File: config.mk
export PLATFORM = sky130hd
export DESIGN_NAME = boot_rom_flat
export DESIGN_NICKNAME = d
export VERILOG_FILES = /design/src/source/bringup_bus_pkg.sv /design/src/source/fabric_if.sv /design/src/source/boot_rom.sv /design/src/flat_wrapper.sv
export VERILOG_INCLUDE_DIRS = /design/src /design/src/source
export SDC_FILE = /design/constraint.sdc
export NUM_CORES = 1
export LEC_CHECK = 0
export ABC_CLOCK_PERIOD_IN_PS = 800
export BUFFER_PORTS_ARGS = -buffer_cell sky130_fd_sc_hd__buf_4
export CORE_UTILIZATION = 31
export DETAILED_ROUTE_END_ITERATION = 10
export GPL_TIMING_DRIVEN = 0
export PLACE_DENSITY_LB_ADDON = 0.08
export SYNTH_ARGS = -nofsm -noshare
export SYNTH_HDL_FRONTEND = slang
export SYNTH_SLANG_ARGS = --single-unit
File: constraint.sdc
create_clock -name clk -period 0.8 [get_ports clk]
set_input_delay 0.08 -clock clk [delete_from_list [all_inputs] [get_ports clk]]
set_output_delay 0.08 -clock clk [all_outputs]
set_load 0.01 [all_outputs]
File: src/source/bringup_macros.svh
// Bring-up system parameters
// Widths, address map, memory sizes and ROM image

`ifndef BRINGUP_MACROS_SVH
`define BRINGUP_MACROS_SVH

// Bus widths of one word per transfer
`define BRINGUP_ADDR_W 16
`define BRINGUP_DATA_W 32

// Region decode on the top address nibble
`define BRINGUP_REGION_MASK 16'hF000
`define BRINGUP_ROM_BASE    16'hF000
`define BRINGUP_MMIO_BASE   16'hE000

// Memory sizes in words
`define BRINGUP_ROM_WORDS 16
`define BRINGUP_RAM_WORDS 256

// First four ROM words copied to RAM after reset
`define BRINGUP_ROM_WORD0 32'hC0DE_0001
`define BRINGUP_ROM_WORD1 32'h8BAD_F00D
`define BRINGUP_ROM_WORD2 32'h1234_5678
`define BRINGUP_ROM_WORD3 32'hFEED_FACE

// Constant read back from the ID register
`define BRINGUP_ID_VALUE 32'h4252_0001

// Words moved by the init sequencer
`define BRINGUP_COPY_WORDS 4

`endif

File: src/source/bringup_bus_pkg.sv
// Bring-up bus types

`include "bringup_macros.svh"

package bringup_bus_pkg;

  // One bus address and one data word
  typedef logic [`BRINGUP_ADDR_W-1:0] addr_t;
  typedef logic [`BRINGUP_DATA_W-1:0] data_t;

  // Master index used by the arbiter
  typedef logic [0:0] master_sel_t;

  localparam master_sel_t MASTER_SEQ  = 1'b0;
  localparam master_sel_t MASTER_HOST = 1'b1;

endpackage : bringup_bus_pkg

File: src/source/fabric_if.sv
// Fabric request/response link

interface fabric_if;

  // Level request on the master side, one-cycle strobe on the slave side
  logic                   req;
  logic                   we;
  bringup_bus_pkg::addr_t addr;
  bringup_bus_pkg::data_t wdata;

  // Response with rdata valid only while done is high
  bringup_bus_pkg::data_t rdata;
  logic                   done;

  modport master (
    output req, we, addr, wdata,
    input  rdata, done
  );

  modport slave (
    input  req, we, addr, wdata,
    output rdata, done
  );

endinterface : fabric_if

File: src/source/boot_rom.sv
// Boot ROM with built-in image

`include "bringup_macros.svh"

module boot_rom (
  input logic     clk,
  input logic     rst_n,
  fabric_if.slave bus
);

  localparam int IDX_W = $clog2(`BRINGUP_ROM_WORDS);

  typedef bringup_bus_pkg::data_t rom_image_t [`BRINGUP_ROM_WORDS];

  // Words past the copied head hold their own index
  function automatic rom_image_t build_image();
    rom_image_t img;
    for (int i = 0; i < `BRINGUP_ROM_WORDS; i++) begin
      img[i] = bringup_bus_pkg::data_t'(i);
    end
    img[0] = `BRINGUP_ROM_WORD0;
    img[1] = `BRINGUP_ROM_WORD1;
    img[2] = `BRINGUP_ROM_WORD2;
    img[3] = `BRINGUP_ROM_WORD3;
    return img;
  endfunction

  localparam rom_image_t ROM_IMAGE = build_image();

  logic                   done_q;
  bringup_bus_pkg::data_t rdata_q;

  always_ff @(posedge clk or negedge rst_n) begin
    if (!rst_n) done_q <= 1'b0;
    else done_q <= bus.req;
  end

  // Writes get done but leave nothing behind
  always_ff @(posedge clk) begin
    if (bus.req && !bus.we) rdata_q <= ROM_IMAGE[bus.addr[IDX_W+1:2]];
  end

  assign bus.done  = done_q;
  assign bus.rdata = rdata_q;

endmodule : boot_rom

File: src/flat_wrapper.sv
// flat-port wrapper written by rule: the top's interface ports become plain ports
module boot_rom_flat 
  (clk, rst_n, bus_req, bus_we, bus_addr, bus_wdata, bus_rdata, bus_done);
  fabric_if bus_i ();
  input logic clk;
  input logic rst_n;
  input wire logic [$bits(bus_i.req)-1:0] bus_req;
  input wire logic [$bits(bus_i.we)-1:0] bus_we;
  input wire logic [$bits(bus_i.addr)-1:0] bus_addr;
  input wire logic [$bits(bus_i.wdata)-1:0] bus_wdata;
  output wire logic [$bits(bus_i.rdata)-1:0] bus_rdata;
  output wire logic [$bits(bus_i.done)-1:0] bus_done;
  assign bus_i.req = bus_req;
  assign bus_i.we = bus_we;
  assign bus_i.addr = bus_addr;
  assign bus_i.wdata = bus_wdata;
  assign bus_rdata = bus_i.rdata;
  assign bus_done = bus_i.done;
  boot_rom u_core (.clk(clk), .rst_n(rst_n), .bus(bus_i));
endmodule
# Word level (Yosys, flattened, before mapping)
# Memories as Yosys holds them, arrays and structs flattened. A register that Yosys moved wholly into a read port is not among the register bits.
# Index checks and enable logic that the tools add are counted.
# word_totals
reg_bits	1
mem_bits_ro	512
in_bits	52
output_inout_bits	33
word_cells	5
memories	1
# mem_list
memory	words	width	rd	rd_clocked_by_memory_dff	wr	line	text
(no name shown)	16	32	1	1	0	boot_rom.sv:40	if (bus.req && !bus.we) rdata_q <= ROM_IMAGE[bus.addr[IDX_W+1:2]];
# classes
bitwise_logic	1
n_reduce_logical	2
# ops
operator	count
$not 4->5	1
$logic_and 1x1->1	1
$logic_not 1->1	1

# Depth between registers and ports, before layout
# depth
depth_word	2
ltp_mapped	3
mapped_depth_nobuf	3

# Worst setup path before layout
# OpenSTA, ideal clock, no wires.
# synth_path
path_type	input -> register
start	input bus_req
end	register u_core.rdata_q[0] (netlist: u_core.bus.rdata[0]), enable pin
arrival_time_ns	0.801
slack_ns	-0.390
path_stages	1
n_path_buf	0
path_cell_list	nor2b_1
# synth_via
elab_chain_cells	1
# synth_rtl
element	line	text
start: declaration	flat_wrapper.sv:7	input wire logic [$bits(bus_i.req)-1:0] bus_req;
$logic_and 1x1->1	boot_rom.sv:40	
end: declaration	boot_rom.sv:31	bringup_bus_pkg::data_t rdata_q;
# Every way passes these cells.

==> impl_metrics.csv <==
group,metric,value,unit
timing,hold_viol_final,0,
critical_path,crit_slowest_cell,"edfxtp_1",
floorplan,io_pins,85,
critical_path,crit_chain,"buf_4, buf_6",
routing,drt-total-wl,1320,um
yosys,synth_seq_cells,16,
final_layout,fill_cells,232,
routing,vias,538,
routing,vias_per_cell,4.08,
yosys,yosysWarnings,0,
pwr,p_leak,0.568,nW
clock_tree,cts_tree,"built",
routing,drt_iter0_drc,6,
routing,drt-wirelength-per-cell,9.98,um
final_layout,finalNonFillerCells,132,
run,cap_violations,0,
clock_tree,postCtsSetupBuffers,0,
yosys,synth_top_area_share,0.560,
pwr,p_int,1.46,mW
run_status,violations,"setup timing",
floorplan,fp.dieW,52.9,um
floorplan,fp.dieH,52.9,um
pwr,ir_drop,805,uV
yosys,syn-num-nets,113,
pwr,total_power,1.93,mW
floorplan,start_util,0.328,
pwr,p_sw_frac,0.240,
placed_design,dp.cells,126,
routing,first_pass_iters,4,
floorplan,core,2450,sq um
floorplan,rows,18,
timing,rsz0062_at_grt,"true",
critical_path,critPathRequiredTime,720,ps
yosys,avgSynthCellArea,13.9,sq um
pwr,power_frac_comb,0.253,
pwr,cellPowerDensity,1480,nW/um^2
global_routing,grt_overflow,0,
critical_path,cp-end-kind,"output port",
timing,whs,95.2,ps
clock_tree,clockBufferDepth,2,
placed_design,gp_congestion,0.667,
final_layout,drive_above_1_share,0.637,
yosys,yosysSeqAreaShare,0.591,
clock_tree,clockRootBuffer,"clkbuf_4",
clock_tree,htreeDepth,1,
critical_path,cpPeakStageDelay,450,ps
yosys,synth.cell_area,805,sq um
global_routing,grt_max_degree,16,
placed_design,io_buffers,38,
floorplan,die_area,2800,sq um
global_routing,grt_pass1_wl,1890,um
critical_path,arrival,1000,ps
clock_tree,cts_buffers,3,
final_layout,fin_nets,158,
critical_path,worstSetupStartpointType,"register",
clock_tree,cts_sinks,16,
pwr,p_switching,0.462,mW
final_layout,post-route-util,0.531,
routing,drc,0,
final_layout,diodes,0,
final_layout,final_common_cell,"buf_6",
global_routing,grt.total_usage,0.0976,
pwr,p_clk_frac,0.223,
timing,min_period,1080,ps
routing,ant_nets,0,
clock_tree,path_clk_slew,90,ps
timing,max_freq,925,MHz
global_routing,first_global_vias,439,
final_layout,layout_common_cells,"buf_6 (30), buf_4 (26), edfxtp_1 (15), nor3_1 (5)",
pwr,power.share.sequential,0.524,
placed_design,place.detailed.hpwl,979,um
worst_hold_path,min_path_type,"primary input to async pin",
critical_path,cp_max_fo,4,
timing,setup_viol,32,
final_layout,syn2layout_area_growth,61.9,%
yosys,synthTopCellsByArea,"edfxtp_1 (56%), buf_4 (17%), ha_1 (4.7%)",
timing,maxSlewViolCount,0,
global_routing,antenna_found_initial,0,
yosys,yosysTopAreaCell,"edfxtp_1",
critical_path,crit_type,"register to output port",
yosys,yosysUniqueCellTypes,19,
timing,timing.final.ws_setup,-281,ps
yosys,syn_inst,58,
timing,final.period_utilization,1.35,
run_status,status,"finished, violations left",
metal layers:
metal,global-route usage,part of all wire,vias up
met5,0,0,-
met4,0.0658,0.013,0
met3,0.0172,0.055,2
met2,0.148,0.52,22
met1,0.125,0.42,247
li1,-,-,267
synthesized netlist by cell type (all sizes together):
master,count
nand2b,2
mux2,1
nor2,2
mux2i,1
inv,2
nor4,1
o21bai,1
dfrtp,1
buf,19
and2,2
conb,1
nor3,6
ha,3
edfxtp,15
nor2b,1
repair_timing:
| item | CTS | global route |
|---|---|---|
| resized for setup | 23 | 6 |
| endpoints found under the hold margin | 2 | 0 |
| pin swaps | 0 | 0 |
| setup endpoints to repair | 32 | 32 |
| hold buffers | 2 | 0 |
critical path: cells and delay by family (launching register included):
family,cells,cell delay [ps]
flops,1,450
buf+inv,2,270
power by group through the flow:
| stage | clock network, mW | registers (mW) | logic, mW |
|---|---|---|---|
| finish | 0.429 | 1.01 | 0.488 |
| global route | 0.475 | 1.02 | 0.524 |
| CTS | 0.447 | 1.01 | 0.483 |
| detailed placement | 0 | 1.02 | 0.423 |
| global placement | 0 | 1.02 | 0.418 |
| floorplan | 0 | 1.05 | 0.190 |
state kept, by name (all words and copies together) (netlist names):
register,flops
u_core.bus.done,1
u_core.bus.rdata,15
worst paths after layout:
check / start / endpoint / slack (ps) / cells after the start
max: u_core.bus.rdata[29] / bus_rdata[26] / -280 / 2
max in group asynchronous: rst_n / u_core.bus.done / 620 / 2
min in group clk: bus_addr[5] / u_core.bus.rdata[20] / 100 / 2
min: rst_n / u_core.bus.done / 100 / 2
per-stage QoR:
| step | setup slack [ps] | setup TNS (ps) | cell area, sq um |
|---|---|---|---|
| 2_1_floorplan | -81.6 | -81.6 | 825 |
| 3_3_place_gp | -140 | -2330 | 1150 |
| 3_5_place_dp | -144 | -2450 | 1150 |
| 4_1_cts | -281 | -6350 | 1280 |
| 5_1_grt | -322 | -7290 | 1300 |
| 6_report | -281 | -5910 | 1300 |
cell families (layout without fill, tap and decap cells):
family	count (synthesis)	in the layout	synth area share
compound gates	1	1	0.00933
mux	2	2	0.0311
flops	16	16	0.591
simple gates	14	14	0.126
other cells	1	1	0.00466
buf+inv	21	65	0.191
fa+ha+maj	3	3	0.0467
final cells by class:
cell class	count	area, sq um	area share
clock inverter	1	3.75	0.00288
sequential	16	475	0.365
buffer	19	166	0.128
timing repair buffer	40	407	0.312
tap	30	37.5	0.0288
multi-input combinational	21	183	0.140
inverter	2	7.51	0.00576
clock buffer	3	22.5	0.0173
Power figures use the tool's default switching activity.
