**src/source/bringup_macros.svh**
```systemverilog
// Bring-up system parameters
// Widths, address map, memory sizes and ROM image

`ifndef BRINGUP_MACROS_SVH
`define BRINGUP_MACROS_SVH

// Bus widths of one word per transfer
`define BRINGUP_ADDR_W 16
`define BRINGUP_DATA_W 32

// Region decode on the top address nibble
`define BRINGUP_REGION_MASK 16'hF000
`define BRINGUP_ROM_BASE    16'hF000
`define BRINGUP_MMIO_BASE   16'hE000

// Memory sizes in words
`define BRINGUP_ROM_WORDS 16
`define BRINGUP_RAM_WORDS 256

// First four ROM words copied to RAM after reset
`define BRINGUP_ROM_WORD0 32'hC0DE_0001
`define BRINGUP_ROM_WORD1 32'h8BAD_F00D
`define BRINGUP_ROM_WORD2 32'h1234_5678
`define BRINGUP_ROM_WORD3 32'hFEED_FACE

// Constant read back from the ID register
`define BRINGUP_ID_VALUE 32'h4252_0001

// Words moved by the init sequencer
`define BRINGUP_COPY_WORDS 4

`endif

```
**src/source/bringup_bus_pkg.sv**
```systemverilog
// Bring-up bus types

`include "bringup_macros.svh"

package bringup_bus_pkg;

  // One bus address and one data word
  typedef logic [`BRINGUP_ADDR_W-1:0] addr_t;
  typedef logic [`BRINGUP_DATA_W-1:0] data_t;

  // Master index used by the arbiter
  typedef logic [0:0] master_sel_t;

  localparam master_sel_t MASTER_SEQ  = 1'b0;
  localparam master_sel_t MASTER_HOST = 1'b1;

endpackage : bringup_bus_pkg

```
**src/source/bringup_memmap_pkg.sv**
```systemverilog
// Bring-up memory map types

package bringup_memmap_pkg;

  // Slave selected by the region decode
  typedef enum logic [1:0] {
    SLAVE_ROM,
    SLAVE_RAM,
    SLAVE_MMIO
  } slave_sel_e;

  // MMIO registers indexed by byte offset over four
  typedef enum logic [1:0] {
    REG_SIGNATURE = 2'd0,
    REG_POWEROFF  = 2'd1,
    REG_SCRATCH   = 2'd2,
    REG_ID        = 2'd3
  } mmio_reg_e;

endpackage : bringup_memmap_pkg

```
**src/source/fabric_if.sv**
```systemverilog
// Fabric request/response link

interface fabric_if;

  // Level request on the master side, one-cycle strobe on the slave side
  logic                   req;
  logic                   we;
  bringup_bus_pkg::addr_t addr;
  bringup_bus_pkg::data_t wdata;

  // Response with rdata valid only while done is high
  bringup_bus_pkg::data_t rdata;
  logic                   done;

  modport master (
    output req, we, addr, wdata,
    input  rdata, done
  );

  modport slave (
    input  req, we, addr, wdata,
    output rdata, done
  );

endinterface : fabric_if

```
**src/source/mmio_regs.sv**
```systemverilog
// MMIO register block

`include "bringup_macros.svh"

module mmio_regs (
  input  logic                   clk,
  input  logic                   rst_n,
  fabric_if.slave                bus,
  output bringup_bus_pkg::data_t signature,
  output logic                   poweroff
);

  bringup_memmap_pkg::mmio_reg_e reg_sel;
  bringup_bus_pkg::data_t        scratch_q;
  logic                          wr;

  assign reg_sel = bringup_memmap_pkg::mmio_reg_e'(bus.addr[3:2]);
  assign wr      = bus.req && bus.we;

  // Zero-latency slave
  assign bus.done = bus.req;

  always_comb begin
    unique case (reg_sel)
      bringup_memmap_pkg::REG_SIGNATURE: bus.rdata = signature;
      bringup_memmap_pkg::REG_POWEROFF:  bus.rdata = {{(`BRINGUP_DATA_W-1){1'b0}}, poweroff};
      bringup_memmap_pkg::REG_SCRATCH:   bus.rdata = scratch_q;
      default:                           bus.rdata = `BRINGUP_ID_VALUE;
    endcase
  end

  always_ff @(posedge clk or negedge rst_n) begin
    if (!rst_n) begin
      signature <= '0;
      poweroff  <= 1'b0;
    end else if (wr) begin
      if (reg_sel == bringup_memmap_pkg::REG_SIGNATURE) signature <= bus.wdata;
      // Sticky until reset
      if (reg_sel == bringup_memmap_pkg::REG_POWEROFF && bus.wdata[0]) poweroff <= 1'b1;
    end
  end

  always_ff @(posedge clk) begin
    if (wr && reg_sel == bringup_memmap_pkg::REG_SCRATCH) scratch_q <= bus.wdata;
  end

endmodule : mmio_regs

```
**src/flat_wrapper.sv**
```systemverilog
// flat-port wrapper written by rule: the top's interface ports become plain ports
module mmio_regs_flat 
  (clk, rst_n, signature, poweroff, bus_req, bus_we, bus_addr, bus_wdata, bus_rdata, bus_done);
  fabric_if bus_i ();
  input  logic clk;
  input  logic rst_n;
  output bringup_bus_pkg::data_t signature;
  output logic poweroff;
  input wire logic [$bits(bus_i.req)-1:0] bus_req;
  input wire logic [$bits(bus_i.we)-1:0] bus_we;
  input wire logic [$bits(bus_i.addr)-1:0] bus_addr;
  input wire logic [$bits(bus_i.wdata)-1:0] bus_wdata;
  output wire logic [$bits(bus_i.rdata)-1:0] bus_rdata;
  output wire logic [$bits(bus_i.done)-1:0] bus_done;
  assign bus_i.req = bus_req;
  assign bus_i.we = bus_we;
  assign bus_i.addr = bus_addr;
  assign bus_i.wdata = bus_wdata;
  assign bus_rdata = bus_i.rdata;
  assign bus_done = bus_i.done;
  mmio_regs u_core (.clk(clk), .rst_n(rst_n), .bus(bus_i), .signature(signature), .poweroff(poweroff));
endmodule
```
**config.mk**
```make
export PLATFORM = sky130hd
export DESIGN_NAME = mmio_regs_flat
export DESIGN_NICKNAME = d
export VERILOG_FILES = /design/src/source/bringup_bus_pkg.sv /design/src/source/bringup_memmap_pkg.sv /design/src/source/fabric_if.sv /design/src/source/mmio_regs.sv /design/src/flat_wrapper.sv
export VERILOG_INCLUDE_DIRS = /design/src /design/src/source
export SDC_FILE = /design/constraint.sdc
export NUM_CORES = 1
export LEC_CHECK = 0
export BUFFER_PORTS_ARGS = -buffer_cell sky130_fd_sc_hd__buf_2
export CAP_MARGIN = 15
export CORE_MARGIN = 5
export CORE_UTILIZATION = 40
export DETAILED_ROUTE_END_ITERATION = 8
export PLACE_DENSITY_LB_ADDON = 0.25
export SKIP_LAST_GASP = 1
export SYNTH_ARGS = -nofsm -noshare
export SYNTH_HDL_FRONTEND = slang
export SYNTH_SLANG_ARGS = --single-unit
```
**constraint.sdc**
```tcl
create_clock -name clk -period 1.7 [get_ports clk]
set_input_delay 0.255 -clock clk [delete_from_list [all_inputs] [get_ports clk]]
set_output_delay 0.255 -clock clk [all_outputs]
set_load 0.1 [all_outputs]
```
* Yosys cells after proc, flatten, opt, wreduce, memory -nomap -nowiden *
Cells that the tools add are included.

word-level totals
  register bits = 65
  output and inout bits = 66
  word-level logic and storage cells = 12

cells by class
  equal/unequal tests = 2
  muxes and demuxes = 1
  reduce and logical (&&, ||, !) cells = 6

operator list
  operator                                                         count
  32-bit one-hot mux with 3 select lines                           1
  2-bit AND reduction                                              2
  1-bit logical AND                                                3
  2-bit by 1-bit == test with 1-bit output, second input constant  1
  2-bit == test, second input constant                             1
  2-bit logical NOT                                                1

* Longest topological paths before layout *
  word-level depth = 3
  mapped depth = 5
  depth with buffers taken out = 2

* Worst setup path after synthesis *
OpenSTA, ideal clock, no wires.

  kind = flip-flop to output port
  from = register u_core.signature[17]
  to = output bus_rdata[17]
  arrival time = 3.142 ns
  data required time = 1.445 ns
  setup slack = -1.697 ns
  stages on the path, launching flop included = 3
  buffers on the path = 0
  cell sequence = dfrtp_1 -> inv_1 -> o21ai_0

between the ends
  cells in the longest elaborated chain, start to end = 1

RTL lines
  item                                    RTL line            source
  from (decl)                             mmio_regs.sv:9      output bringup_bus_pkg::data_t signature,
  from (signal assigned)                  mmio_regs.sv:37     if (reg_sel == bringup_memmap_pkg::REG_SIGNATURE) signature <= bus.wdata;
  32-bit one-hot mux with 3 select lines  mmio_regs.sv:24     unique case (reg_sel)
  to (decl)                               flat_wrapper.sv:13  output wire logic [$bits(bus_i.rdata)-1:0] bus_rdata;

Every way passes these cells.

* Worst setup path after layout *
  from = input bus_addr[3]
  to = output bus_rdata[22]

between the ends
  cells in the longest elaborated chain, start to end = 2
  elaborated cells between the ends (all ways) = 4

RTL lines
  item                                        RTL line            source
  from (decl)                                 flat_wrapper.sv:11  input wire logic [$bits(bus_i.addr)-1:0] bus_addr;
  2-bit == test (tied with other cells)       mmio_regs.sv:24
  32-bit one-hot mux with 3 select lines (*)  mmio_regs.sv:24

Every way passes the cells marked *; elsewhere a longest branch is shown, timed or not.

==> out/metrics.yaml <==
power:
  max-vdd-ir-drop_mv: 0.868
  totalPowerFinal_mw: 6.33
  power_density_mw_per_mm2: 1400
  p_leak_nw: 1.91
timing:
  fmax_ghz: 0.633
  min_period_ns: 1.58
  tightest_slew_ns: 0.505
  finalSetupViolCount: 0
  period_share_pct: 93.0
  final-hold-violation-count: 0
  tns_ns: 0
  drv_slew: 0
  slew_headroom_pct: 66.3
  rsz0062_at_grt: "false"
  clock_skew_ns: 0
yosys:
  synth_seq_cells: 65
  synth_edf_count: 32
  ys_warn_count: 0
  yosys.cell_types.count: 18
  synth.area.top_cells: "edfxtp_1 33%, dfrtp_1 29%, mux2_4 16%"
  synth_largest_area_cell: "edfxtp_1"
  synth_area_mm2: 0.00290
  synth.net_count: 237
  ys_seq_area_share_pct: 61.7
  synth_top_cell_area_share_pct: 33.2
  yosysMostFrequentCell: "dfrtp_1"
  ys.flop_type: "dfrtp_1"
  syn-mean-instance-area_um2: 15.7
  syn_inst: 185
  synthTopCellsByCount: "33 x dfrtp_1, 32 x edfxtp_1, 30 x mux2_4"
  async_reset_ff_share_pct: 50.8
floorplan:
  dieArea_mm2: 0.00904
  io_pins: 118
  start_util_pct: 40.6
  die_width_um: 95.1
  core_region_area_mm2: 0.00714
  fp.dieH_um: 95.1
  num_rows: 31
critical_path:
  start_kind: "input port"
  crit_chain: "buf_2, or2_1, o21ai_4, buf_12"
  worstSetupPathType: "input port to output pin"
  max_stage_delay_ns: 0.43
  arrival_ns: 1.33
  critPathBufInv: 2
  worstPathRequired_ns: 1.44
  crit_family: "simple AND/OR/NAND/NOR gates"
  critPathSlowestCell: "or2_1"
  cp-end-kind: "output pin"
  crit_fanout: 12
detailed_routing:
  route.detailed.drc: 0
  via_per_inst: 4.76
  routed_wl_um: 6660
  vias: 1913
  ant_nets: 0
  drtIter0Drc: 81
  wl_per_cell_um: 16.6
  firstDrtPassIters: 4
grt:
  grt_pass1_vias: 2108
  grt_max_degree: 19
  grt_usage_pct: 16.0
  grt_pass1_wl_um: 10700
  antenna_found_initial: 0
  grt.overflow.total: 0
cts:
  cts_root_buffer: "clkbuf_8"
  clock_latency_ns: 0.32
  clk_pin_slew_worst_paths_ns: 0.07
  cts-htree-levels: 3
  cts_hold_buf: 1
  cts_buffers: 9
  ctsResizeCount: 0
  cts_buffer_depth: 2
  cts_tree: "yes"
  cts_sinks: 65
  postCtsSetupBuffers: 0
layout:
  final.fill_count: 561
  nNetsFinal: 350
  stdcell_count: 402
  drive_above_1_share_pct: 73.9
  synthToLayoutAreaGrowth_pct: 56.6
  num_antenna_cells: 0
run:
  max_cap_violations: 0
outcome:
  outcome: "finished, final reports clean"
placed_design:
  gp_congestion: 0.709
  dp_hpwl_um: 5040
  port_buffers: 103
  dpl.cell_count: 385
hold_path:
  holdCritPathClass: "input port to flip-flop"
## state kept, by name (all words and copies together) (netlist names)
register	flops
u_core.signature	32
u_core.scratch_q	32
u_core.poweroff	1
## cell families (layout without fill, tap and decap cells)
kind of cell,after synthesis,in the layout,synth area share [%]
AO/OA/AOI/OAI,11,11,2.07
buffers and inverters,18,136,5.06
flip-flops,65,65,61.7
multiplexers,60,60,26.0
AND/OR/NAND/NOR,31,31,5.14
## cell type report
type | instances | area, um^2 | area share, %
Sequential cell | 65 | 1830 | 40.4
Multi-Input combinational cell | 102 | 1230 | 27.1
Timing Repair Buffer | 115 | 1150 | 25.4
Clock buffer | 12 | 135 | 2.98
Tap cell | 99 | 124 | 2.73
Clock inverter | 4 | 45.0 | 0.993
Inverter | 5 | 18.8 | 0.414
## power breakdown
group | switching [mW] | internal, mW
combinational | 2.30 | 0.780
clock | 0.547 | 0.672
sequential | 0.144 | 1.89
## routing by layer
metal	track usage (%)	share of wire (%)
met5	0	0
met4	6.49	1.1
met3	5.05	6.4
met2	25.2	50
met1	20.3	42
## layout by cell type, fill, tap and decap left out, drive strengths merged, types with 3 or more instances in the layout
master and instances:
o21ai 10, clkinv 3, nor2 27, mux2i 28, dfrtp 33, clkbuf 12
edfxtp 32, buf 114, inv 5, mux2 32
## worst paths after layout
| check | cells after the start | slack [ns] | start | end |
|---|---|---|---|---|
| max | 4 | 0.12 | bus_addr[3] | bus_rdata[22] |
| min | 1 | 0.11 | bus_wdata[31] | u_core.scratch_q[31] |
| max reg2reg | 1 | 0.82 | u_core.signature[0] | u_core.signature[0] |
| min reg2reg | 1 | 0.50 | u_core.poweroff | u_core.poweroff |
| max in group asynchronous | 3 | 0.70 | rst_n | u_core.signature[13] |
| min in group asynchronous | 2 | 0.39 | rst_n | u_core.signature[5] |
## through the flow
stage	area (um^2)	hold slack [ns]	util [%]	setup WS, ns
floorplan	3210	-0.0406	-	0.0175
global placement	4340	0.215	60.9	0.118
detailed placement	4340	0.218	60.9	0.0870
CTS	4530	0.0887	63.5	0.0962
global route	4530	0.0853	63.5	0.0325
finish	4530	0.111	63.5	0.120
No activity file was read; power rests on OpenSTA's default activity.
