### config.mk
export PLATFORM = sky130hd
export DESIGN_NAME = fabric_arbiter_flat
export DESIGN_NICKNAME = d
export VERILOG_FILES = /design/src/source/bringup_bus_pkg.sv /design/src/source/bringup_memmap_pkg.sv /design/src/source/fabric_if.sv /design/src/source/fabric_arbiter.sv /design/src/flat_wrapper.sv
export VERILOG_INCLUDE_DIRS = /design/src /design/src/source
export SDC_FILE = /design/constraint.sdc
export NUM_CORES = 1
export LEC_CHECK = 0
export ABC_AREA = 1
export BUFFER_PORTS_ARGS = -buffer_cell sky130_fd_sc_hd__buf_2
export CAP_MARGIN = 20
export CORE_AREA = 2 2 162 164
export CTS_BUF_LIST = sky130_fd_sc_hd__clkbuf_4 sky130_fd_sc_hd__clkbuf_8
export DETAILED_ROUTE_END_ITERATION = 12
export DIE_AREA = 0 0 164 166
export GPL_TIMING_DRIVEN = 0
export PLACE_DENSITY_LB_ADDON = 0.1
export SYNTH_ARGS = -nofsm -noshare
export SYNTH_HDL_FRONTEND = slang
export SYNTH_SLANG_ARGS = --single-unit
### constraint.sdc
create_clock -name clk -period 3.65 [get_ports clk]
set_input_delay 0.365 -clock clk [delete_from_list [all_inputs] [get_ports clk]]
set_output_delay 0.365 -clock clk [all_outputs]
set_load 0.01 [all_outputs]
### src/source/bringup_macros.svh
// Bring-up system parameters
// Widths, address map, memory sizes and ROM image

`ifndef BRINGUP_MACROS_SVH
`define BRINGUP_MACROS_SVH

// Bus widths of one word per transfer
`define BRINGUP_ADDR_W 16
`define BRINGUP_DATA_W 32

// Region decode on the top address nibble
`define BRINGUP_REGION_MASK 16'hF000
`define BRINGUP_ROM_BASE    16'hF000
`define BRINGUP_MMIO_BASE   16'hE000

// Memory sizes in words
`define BRINGUP_ROM_WORDS 16
`define BRINGUP_RAM_WORDS 256

// First four ROM words copied to RAM after reset
`define BRINGUP_ROM_WORD0 32'hC0DE_0001
`define BRINGUP_ROM_WORD1 32'h8BAD_F00D
`define BRINGUP_ROM_WORD2 32'h1234_5678
`define BRINGUP_ROM_WORD3 32'hFEED_FACE

// Constant read back from the ID register
`define BRINGUP_ID_VALUE 32'h4252_0001

// Words moved by the init sequencer
`define BRINGUP_COPY_WORDS 4

`endif

### src/source/bringup_bus_pkg.sv
// Bring-up bus types

`include "bringup_macros.svh"

package bringup_bus_pkg;

  // One bus address and one data word
  typedef logic [`BRINGUP_ADDR_W-1:0] addr_t;
  typedef logic [`BRINGUP_DATA_W-1:0] data_t;

  // Master index used by the arbiter
  typedef logic [0:0] master_sel_t;

  localparam master_sel_t MASTER_SEQ  = 1'b0;
  localparam master_sel_t MASTER_HOST = 1'b1;

endpackage : bringup_bus_pkg

### src/source/bringup_memmap_pkg.sv
// Bring-up memory map types

package bringup_memmap_pkg;

  // Slave selected by the region decode
  typedef enum logic [1:0] {
    SLAVE_ROM,
    SLAVE_RAM,
    SLAVE_MMIO
  } slave_sel_e;

  // MMIO registers indexed by byte offset over four
  typedef enum logic [1:0] {
    REG_SIGNATURE = 2'd0,
    REG_POWEROFF  = 2'd1,
    REG_SCRATCH   = 2'd2,
    REG_ID        = 2'd3
  } mmio_reg_e;

endpackage : bringup_memmap_pkg

### src/source/fabric_if.sv
// Fabric request/response link

interface fabric_if;

  // Level request on the master side, one-cycle strobe on the slave side
  logic                   req;
  logic                   we;
  bringup_bus_pkg::addr_t addr;
  bringup_bus_pkg::data_t wdata;

  // Response with rdata valid only while done is high
  bringup_bus_pkg::data_t rdata;
  logic                   done;

  modport master (
    output req, we, addr, wdata,
    input  rdata, done
  );

  modport slave (
    input  req, we, addr, wdata,
    output rdata, done
  );

endinterface : fabric_if

### src/source/fabric_arbiter.sv
// Two-master fabric arbiter
// Round-robin grant, region decode and response routing

`include "bringup_macros.svh"

module fabric_arbiter (
  input logic      clk,
  input logic      rst_n,
  fabric_if.slave  m_seq,
  fabric_if.slave  m_host,
  fabric_if.master s_rom,
  fabric_if.master s_ram,
  fabric_if.master s_mmio
);

  typedef enum logic [1:0] {
    ARB_IDLE,
    ARB_ISSUE,
    ARB_WAIT
  } arb_state_e;

  arb_state_e                     state_q;
  bringup_bus_pkg::master_sel_t   owner_q;
  bringup_bus_pkg::master_sel_t   last_q;
  bringup_bus_pkg::master_sel_t   grant;
  bringup_memmap_pkg::slave_sel_e sel_q;
  bringup_memmap_pkg::slave_sel_e sel_d;
  bringup_bus_pkg::addr_t         grant_addr;
  logic                           any_req;

  // Owner request, held stable by the master for the whole transfer
  logic                   own_we;
  bringup_bus_pkg::addr_t own_addr;
  bringup_bus_pkg::data_t own_wdata;

  // Response of the selected slave
  bringup_bus_pkg::data_t slv_rdata;
  logic                   slv_done;
  logic                   resp_done;

  // --------------------------------------------------------------------------
  // Grant and decode
  // --------------------------------------------------------------------------
  always_comb begin
    any_req = m_seq.req || m_host.req;
    // With both asking the one not served last wins
    if (m_seq.req && m_host.req) begin
      grant = ~last_q;
    end else if (m_host.req) begin
      grant = bringup_bus_pkg::MASTER_HOST;
    end else begin
      grant = bringup_bus_pkg::MASTER_SEQ;
    end
    grant_addr = (grant == bringup_bus_pkg::MASTER_HOST) ? m_host.addr : m_seq.addr;
    if ((grant_addr & `BRINGUP_REGION_MASK) == `BRINGUP_ROM_BASE) begin
      sel_d = bringup_memmap_pkg::SLAVE_ROM;
    end else if ((grant_addr & `BRINGUP_REGION_MASK) == `BRINGUP_MMIO_BASE) begin
      sel_d = bringup_memmap_pkg::SLAVE_MMIO;
    end else begin
      sel_d = bringup_memmap_pkg::SLAVE_RAM;
    end
  end

  // --------------------------------------------------------------------------
  // Request and response muxing
  // --------------------------------------------------------------------------
  always_comb begin
    own_we    = (owner_q == bringup_bus_pkg::MASTER_HOST) ? m_host.we : m_seq.we;
    own_addr  = (owner_q == bringup_bus_pkg::MASTER_HOST) ? m_host.addr : m_seq.addr;
    own_wdata = (owner_q == bringup_bus_pkg::MASTER_HOST) ? m_host.wdata : m_seq.wdata;
    slv_rdata = s_ram.rdata;
    slv_done  = s_ram.done;
    unique case (sel_q)
      bringup_memmap_pkg::SLAVE_ROM: begin
        slv_rdata = s_rom.rdata;
        slv_done  = s_rom.done;
      end
      bringup_memmap_pkg::SLAVE_MMIO: begin
        slv_rdata = s_mmio.rdata;
        slv_done  = s_mmio.done;
      end
      default: begin
      end
    endcase
  end

  assign resp_done = (state_q != ARB_IDLE) && slv_done;

  // Strobe lasts the single ISSUE cycle
  assign s_rom.req    = (state_q == ARB_ISSUE) && (sel_q == bringup_memmap_pkg::SLAVE_ROM);
  assign s_ram.req    = (state_q == ARB_ISSUE) && (sel_q == bringup_memmap_pkg::SLAVE_RAM);
  assign s_mmio.req   = (state_q == ARB_ISSUE) && (sel_q == bringup_memmap_pkg::SLAVE_MMIO);
  assign s_rom.we     = own_we;
  assign s_ram.we     = own_we;
  assign s_mmio.we    = own_we;
  assign s_rom.addr   = own_addr;
  assign s_ram.addr   = own_addr;
  assign s_mmio.addr  = own_addr;
  assign s_rom.wdata  = own_wdata;
  assign s_ram.wdata  = own_wdata;
  assign s_mmio.wdata = own_wdata;

  // Only the owner sees done
  assign m_seq.rdata  = slv_rdata;
  assign m_host.rdata = slv_rdata;
  assign m_seq.done   = resp_done && (owner_q == bringup_bus_pkg::MASTER_SEQ);
  assign m_host.done  = resp_done && (owner_q == bringup_bus_pkg::MASTER_HOST);

  always_ff @(posedge clk or negedge rst_n) begin
    if (!rst_n) begin
      state_q <= ARB_IDLE;
      owner_q <= bringup_bus_pkg::MASTER_SEQ;
      last_q  <= bringup_bus_pkg::MASTER_HOST;
      sel_q   <= bringup_memmap_pkg::SLAVE_RAM;
    end else begin
      unique case (state_q)
        ARB_IDLE: begin
          if (any_req) begin
            owner_q <= grant;
            sel_q   <= sel_d;
            state_q <= ARB_ISSUE;
          end
        end
        ARB_ISSUE, ARB_WAIT: begin
          // MMIO answers inside the ISSUE cycle
          if (slv_done) begin
            last_q  <= owner_q;
            state_q <= ARB_IDLE;
          end else begin
            state_q <= ARB_WAIT;
          end
        end
        default: state_q <= ARB_IDLE;
      endcase
    end
  end

endmodule : fabric_arbiter

### src/flat_wrapper.sv
// flat-port wrapper written by rule: the top's interface ports become plain ports
module fabric_arbiter_flat 
  (clk, rst_n, m_seq_req, m_seq_we, m_seq_addr, m_seq_wdata, m_seq_rdata, m_seq_done, m_host_req, m_host_we, m_host_addr, m_host_wdata, m_host_rdata, m_host_done, s_rom_req, s_rom_we, s_rom_addr, s_rom_wdata, s_rom_rdata, s_rom_done, s_ram_req, s_ram_we, s_ram_addr, s_ram_wdata, s_ram_rdata, s_ram_done, s_mmio_req, s_mmio_we, s_mmio_addr, s_mmio_wdata, s_mmio_rdata, s_mmio_done);
  fabric_if m_seq_i ();
  fabric_if m_host_i ();
  fabric_if s_rom_i ();
  fabric_if s_ram_i ();
  fabric_if s_mmio_i ();
  input logic clk;
  input logic rst_n;
  input wire logic [$bits(m_seq_i.req)-1:0] m_seq_req;
  input wire logic [$bits(m_seq_i.we)-1:0] m_seq_we;
  input wire logic [$bits(m_seq_i.addr)-1:0] m_seq_addr;
  input wire logic [$bits(m_seq_i.wdata)-1:0] m_seq_wdata;
  output wire logic [$bits(m_seq_i.rdata)-1:0] m_seq_rdata;
  output wire logic [$bits(m_seq_i.done)-1:0] m_seq_done;
  input wire logic [$bits(m_host_i.req)-1:0] m_host_req;
  input wire logic [$bits(m_host_i.we)-1:0] m_host_we;
  input wire logic [$bits(m_host_i.addr)-1:0] m_host_addr;
  input wire logic [$bits(m_host_i.wdata)-1:0] m_host_wdata;
  output wire logic [$bits(m_host_i.rdata)-1:0] m_host_rdata;
  output wire logic [$bits(m_host_i.done)-1:0] m_host_done;
  output wire logic [$bits(s_rom_i.req)-1:0] s_rom_req;
  output wire logic [$bits(s_rom_i.we)-1:0] s_rom_we;
  output wire logic [$bits(s_rom_i.addr)-1:0] s_rom_addr;
  output wire logic [$bits(s_rom_i.wdata)-1:0] s_rom_wdata;
  input wire logic [$bits(s_rom_i.rdata)-1:0] s_rom_rdata;
  input wire logic [$bits(s_rom_i.done)-1:0] s_rom_done;
  output wire logic [$bits(s_ram_i.req)-1:0] s_ram_req;
  output wire logic [$bits(s_ram_i.we)-1:0] s_ram_we;
  output wire logic [$bits(s_ram_i.addr)-1:0] s_ram_addr;
  output wire logic [$bits(s_ram_i.wdata)-1:0] s_ram_wdata;
  input wire logic [$bits(s_ram_i.rdata)-1:0] s_ram_rdata;
  input wire logic [$bits(s_ram_i.done)-1:0] s_ram_done;
  output wire logic [$bits(s_mmio_i.req)-1:0] s_mmio_req;
  output wire logic [$bits(s_mmio_i.we)-1:0] s_mmio_we;
  output wire logic [$bits(s_mmio_i.addr)-1:0] s_mmio_addr;
  output wire logic [$bits(s_mmio_i.wdata)-1:0] s_mmio_wdata;
  input wire logic [$bits(s_mmio_i.rdata)-1:0] s_mmio_rdata;
  input wire logic [$bits(s_mmio_i.done)-1:0] s_mmio_done;
  assign m_seq_i.req = m_seq_req;
  assign m_seq_i.we = m_seq_we;
  assign m_seq_i.addr = m_seq_addr;
  assign m_seq_i.wdata = m_seq_wdata;
  assign m_seq_rdata = m_seq_i.rdata;
  assign m_seq_done = m_seq_i.done;
  assign m_host_i.req = m_host_req;
  assign m_host_i.we = m_host_we;
  assign m_host_i.addr = m_host_addr;
  assign m_host_i.wdata = m_host_wdata;
  assign m_host_rdata = m_host_i.rdata;
  assign m_host_done = m_host_i.done;
  assign s_rom_req = s_rom_i.req;
  assign s_rom_we = s_rom_i.we;
  assign s_rom_addr = s_rom_i.addr;
  assign s_rom_wdata = s_rom_i.wdata;
  assign s_rom_i.rdata = s_rom_rdata;
  assign s_rom_i.done = s_rom_done;
  assign s_ram_req = s_ram_i.req;
  assign s_ram_we = s_ram_i.we;
  assign s_ram_addr = s_ram_i.addr;
  assign s_ram_wdata = s_ram_i.wdata;
  assign s_ram_i.rdata = s_ram_rdata;
  assign s_ram_i.done = s_ram_done;
  assign s_mmio_req = s_mmio_i.req;
  assign s_mmio_we = s_mmio_i.we;
  assign s_mmio_addr = s_mmio_i.addr;
  assign s_mmio_wdata = s_mmio_i.wdata;
  assign s_mmio_i.rdata = s_mmio_rdata;
  assign s_mmio_i.done = s_mmio_done;
  fabric_arbiter u_core (.clk(clk), .rst_n(rst_n), .m_seq(m_seq_i), .m_host(m_host_i), .s_rom(s_rom_i), .s_ram(s_ram_i), .s_mmio(s_mmio_i));
endmodule
==> Yosys cells after proc, flatten, opt, wreduce, memory -nomap -nowiden <==
Index checks and enable logic that the tools add are counted.
{ "totals": {"mem_count": 0, "mem_bits_ro": 0, "register_bits": 6, "elab_cells": 40, "latchBits": 0, "output_inout_bits": 216, "ramBits": 0, "input_bits": 201} }
{ "op_classes": {"add_sub_neg": 0, "shifts": 0, "div_mod_pow": 0, "n_reduce_logical": 14, "eq_ne": 7, "mul": 0, "bitwise_logic": 2, "n_mux": 13, "n_lt_le_gt_ge": 0} }
{ "ops": {"columns": ["cell", "n"], "rows": [
  ["one-hot mux 32 bit (2 select lines)", 1],
  ["2-to-1 mux 16 bit", 2],
  ["2-to-1 mux 32 bit", 1],
  ["== test 4 bit, second input constant", 2],
  ["2-to-1 mux 2 bit", 4],
  ["logical AND 1 bit", 7],
  ["== test 2 x 1 -> 1 bit, second input constant", 2],
  ["== test 2 bit, second input constant", 2],
  ["zero test 2 bit", 2],
  ["one-hot mux 2 bit (2 select lines)", 1],
  ["AND reduction 2 bit", 2],
  ["2-to-1 mux 1 bit", 3],
  ["inequality test 2 x 1 -> 1 bit, second input constant", 1],
  ["inverter 1 bit", 2],
  ["one-hot mux 1 bit (2 select lines)", 1],
  ["nonzero test 2 bit", 1],
  ["OR reduction 2 bit", 1],
  ["logical OR 1 bit", 1]
]} }

==> Longest topological paths before layout <==
{ "logic_depth": {"depth_word": 6, "depth_mapped": 8, "mapped_depth_nobuf": 8} }

==> Worst setup path before layout <==
No wires, ideal clock.
{ "synth_timing": {"path_kind": "register -> output", "from": "register u_core.sel_q[0]", "to": "output port m_seq_rdata[0]", "stages_incl_launch_ff": 7, "n_path_buf": 3, "arrival_ns": 1.281, "t_required_ns": 3.285, "slack_ns": 2.004, "cell_sequence": "dfstp_2 > buf_4 > nor2_4 > buf_6 > a22oi_1 > nand2_1 > buf_4"} }
{ "synth_via": {"elab_chain_cells": 2, "word_cells_on_any_way": 3, "cone_classes": "1 x eq/ne; 1 x mux; 1 x reduce/logical"} }
{ "synth_rtl": {"columns": ["item", "line_no", "rtl"], "rows": [
  ["start: declaration", "fabric_arbiter.sv:26", "bringup_memmap_pkg::slave_sel_e sel_q;"],
  ["start signal: assignment", "fabric_arbiter.sv:114", "sel_q <= bringup_memmap_pkg::SLAVE_RAM;"],
  ["start signal: assignment", "fabric_arbiter.sv:120", "sel_q <= sel_d;"],
  ["== test 2 bit or zero test 2 bit (tied branches)", "fabric_arbiter.sv:73", "unique case (sel_q)"],
  ["one-hot mux 32 bit (2 select lines) *", "fabric_arbiter.sv:73", null],
  ["end: declaration", "flat_wrapper.sv:15", "output wire logic [$bits(m_seq_i.rdata)-1:0] m_seq_rdata;"]
]} }
Mark *: on every way between the ends. The rest lies on a longest branch, timed or not.

==> Worst setup path in the final report <==
{ "layout_timing": {"from": "register u_core.owner_q", "to": "output port s_rom_addr[2]"} }
{ "layout_via": {"elab_chain_cells": 1} }
{ "layout_rtl": {"columns": ["item", "line_no", "rtl"], "rows": [
  ["start: declaration", "fabric_arbiter.sv:23", "bringup_bus_pkg::master_sel_t owner_q;"],
  ["start signal: assignment", "fabric_arbiter.sv:112", "owner_q <= bringup_bus_pkg::MASTER_SEQ;"],
  ["start signal: assignment", "fabric_arbiter.sv:119", "owner_q <= grant;"],
  ["2-to-1 mux 16 bit", "fabric_arbiter.sv:69", "own_addr = (owner_q == bringup_bus_pkg::MASTER_HOST) ? m_host.addr : m_seq.addr;"],
  ["end: declaration", "flat_wrapper.sv:25", "output wire logic [$bits(s_rom_i.addr)-1:0] s_rom_addr;"]
]} }
Every way passes these cells.

==> impl_metrics.ini <==
[outcome]
run_status = finished clean

[grt]
grt_pass1_vias = 3999
overflow = 0
grt_antenna_before_repair = 5
grt_usage_pct = 11.21
grt_max_degree = 11
grt_pass1_wl_um = 23120

[floorplan]
fp.dieH_um = 166
die_x_um = 164
rows = 59
die_area_um2 = 27220
core_region_area_um2 = 25620
start_util_pct = 10.21
pin_count = 417

[timing]
fin_setup_tns_ps = 0
skew_ps = 4.990
rsz0062_at_grt = false
fin_crit_sh_pct = 62.13
report.final.slew_viol_count = 0
tightest_slew_ps = 500.4
finalCriticalPeriod_ps = 2268
hold_slack_ps = 470.0
hold_violations = 0
slew_headroom_pct = 66.29
finalSetupViolations = 0
max_freq_mhz = 441.0

[place]
place_area_um2 = 5117
gp_congestion = 0.8060
hpwl_um = 15260
port_buffers = 416

[yosys]
synth-xor-area-share_pct = 0
async_flop_share_pct = 100.0
synth_fa_ha_area_share_pct = 1.435
synth_compound_area_share_pct = 3.635
avgSynthCellArea_um2 = 5.428
syn_area_um2 = 2616
synth_seq_cells = 6
synthFlopType = dfrtp_1
ys_seq_area_share_pct = 5.835
netlist_instances = 482
synth_cell_type_count = 20
yosys.area.top_type = buf_4
synth_warnings = 0
synthSimpleGateAreaFrac_pct = 44.72
synth_mux_area_share_pct = 0
synth.area.top_cells = buf_4, nand2_1, nand3_1
synth_edf_count = 0
synth_top_area_share_pct = 37.59
syn-num-nets = 686
synth_top_family_by_area = simple AND/OR/NAND/NOR gates

[clock_tree]
clk_latency_ps = 220
numCtsBuffers = 3
cts_sinks = 6
cts_buffer_depth = 2
postCtsSetupBuffers = 0
tritoncts = yes
htreeDepth = 1
clk_pin_slew_ps = 40
cts-root-buf = clkbuf_8

[routing]
post-route-drc-count = 0
drtPass1Iterations = 4
viasPerCell = 3.420
drt-initial-drc-count = 85
vias = 4244
ant_nets = 0
drt-total-wl_um = 16790
wire_per_inst_um = 13.53

[cells_and_area]
drive_gt1_share_pct = 63.79
finalNetCount = 1108
synthToLayoutAreaGrowth_pct = 98.13
design_area_um2 = 5184
final_common_cell = buf_2
mostFrequentLayoutCells = buf_2, nand2_1, buf_4
fin_util_pct = 20.24

[job]
cap_violations = 0

[critical_path]
crit_top_cell = buf_2
critical_path_class = flip-flop to output pin
cp_slowest_cell = dfrtp_1
cp-start-kind = flip-flop
arrival_ps = 1900
cp_top_family = buffers and inverters
cp.required_ps = 3280
path_cells = buf_2, buf_2, buf_2, nand2_1, nand2_1, buf_4, buf_2
crit_path_end_kind = output pin
cp_max_fo = 10
crit_buf_inv = 5
slowest_delay_ps = 340

[pwr]
sw_frac_of_total_pct = 51.15
switchingPower_mw = 1.975
pwr-share-seq_pct = 3.4
power_density_nw_per_um2 = 744.8
vdd_drop_max_mv = 0.3021
clkPwrFrac_pct = 2.9
leakage_nw = 3.373
internal-power_mw = 1.886
p_comb_share_pct = 93.8
power_mw = 3.861

[min_path]
hold_path.class = input pin to flip-flop
[worst paths after layout]
check	from	endpoint	slack, ps	cells after the start
min	m_seq_req	u_core.state_q[1]$_DFFE_PN0P_	470	4
max in group asynchronous	rst_n	u_core.sel_q[0]$_DFFE_PN1P_	2890	2
min in group asynchronous	rst_n	u_core.state_q[0]$_DFFE_PN0P_	540	2
max reg2reg	u_core.state_q[1]$_DFFE_PN0P_	u_core.sel_q[1]$_DFFE_PN0P_	2220	8
max	u_core.owner_q$_DFFE_PN0P_	s_rom_addr[2]	1380	7
min reg2reg	u_core.last_q$_DFFE_PN1P_	u_core.last_q$_DFFE_PN1P_	480	2
[sequential cells by signal (all words and copies together), names as in the netlist]
register,flops
u_core.sel_q,2
u_core.last_q,1
u_core.state_q,2
u_core.owner_q,1
[repair_timing]
item                      4_1_cts  5_1_grt
gates resized for setup         0        0
hold buffers                    1        0
hold endpoints to repair        4        0
[layout make-up]
cell class | instances | area (um2)
Inverter | 15 | 56.30
Fill cell | 3033 | 20430
Antenna cell | 3 | 7.507
Timing Repair Buffer | 417 | 2092
Clock buffer | 4 | 48.80
Sequential cell | 6 | 152.6
Multi-Input combinational cell | 310 | 1303
Buffer | 151 | 1105
Tap cell | 335 | 419.2
[power by group through the flow]
stage	clock, mW	combinational [mW]	sequential (mW)
4_1_cts	0.114	3.72	0.132
6_report	0.110	3.62	0.130
3_5_place_dp	0	3.71	0.132
5_1_grt	0.121	3.99	0.138
3_3_place_gp	0	3.76	0.133
2_1_floorplan	0	2.23	0.123
[worst min-delay path, stage by stage]
cell and delay [ps]:
buf_2 90, nor2_1 70, nand3_1 70, nand2_1 50
[kinds of logic after synthesis]
group	Yosys count
adder cells (fa/ha/maj)	3
AND/OR/NAND/NOR	292
flip-flops	6
buffers and inverters	166
AO/OA/AOI/OAI	15
[stage by stage]
step                std cells  setup slack [ps]
finish                   1241              1382
CTS                      1238              1287
global placement         1233              1520
detailed placement       1233              1551
floorplan                 482              2004
global route             1240              1242
[cells in the mapped netlist, types with 4 or more instances]
master   instances
nand2_1        247
buf_4          131
nand3_1         27
buf_2           13
inv_1           13
a22oi_1          8
nor2_1           7
nor3_1           5
buf_6            4
dfrtp_1          4
o21ai_0          4
[routing by layer]
metal  vias up  part of all wire [%]  wire (um)  track usage (%)
li1       2197                     -          -                -
met1      1783                    34       5634            10.29
met2       250                    55       9149            23.47
met3        10                    11       1803            3.372
met4         4                   1.0        171            2.250
met5         -                  0.16         27                0
(Power assumes the default switching activity.)
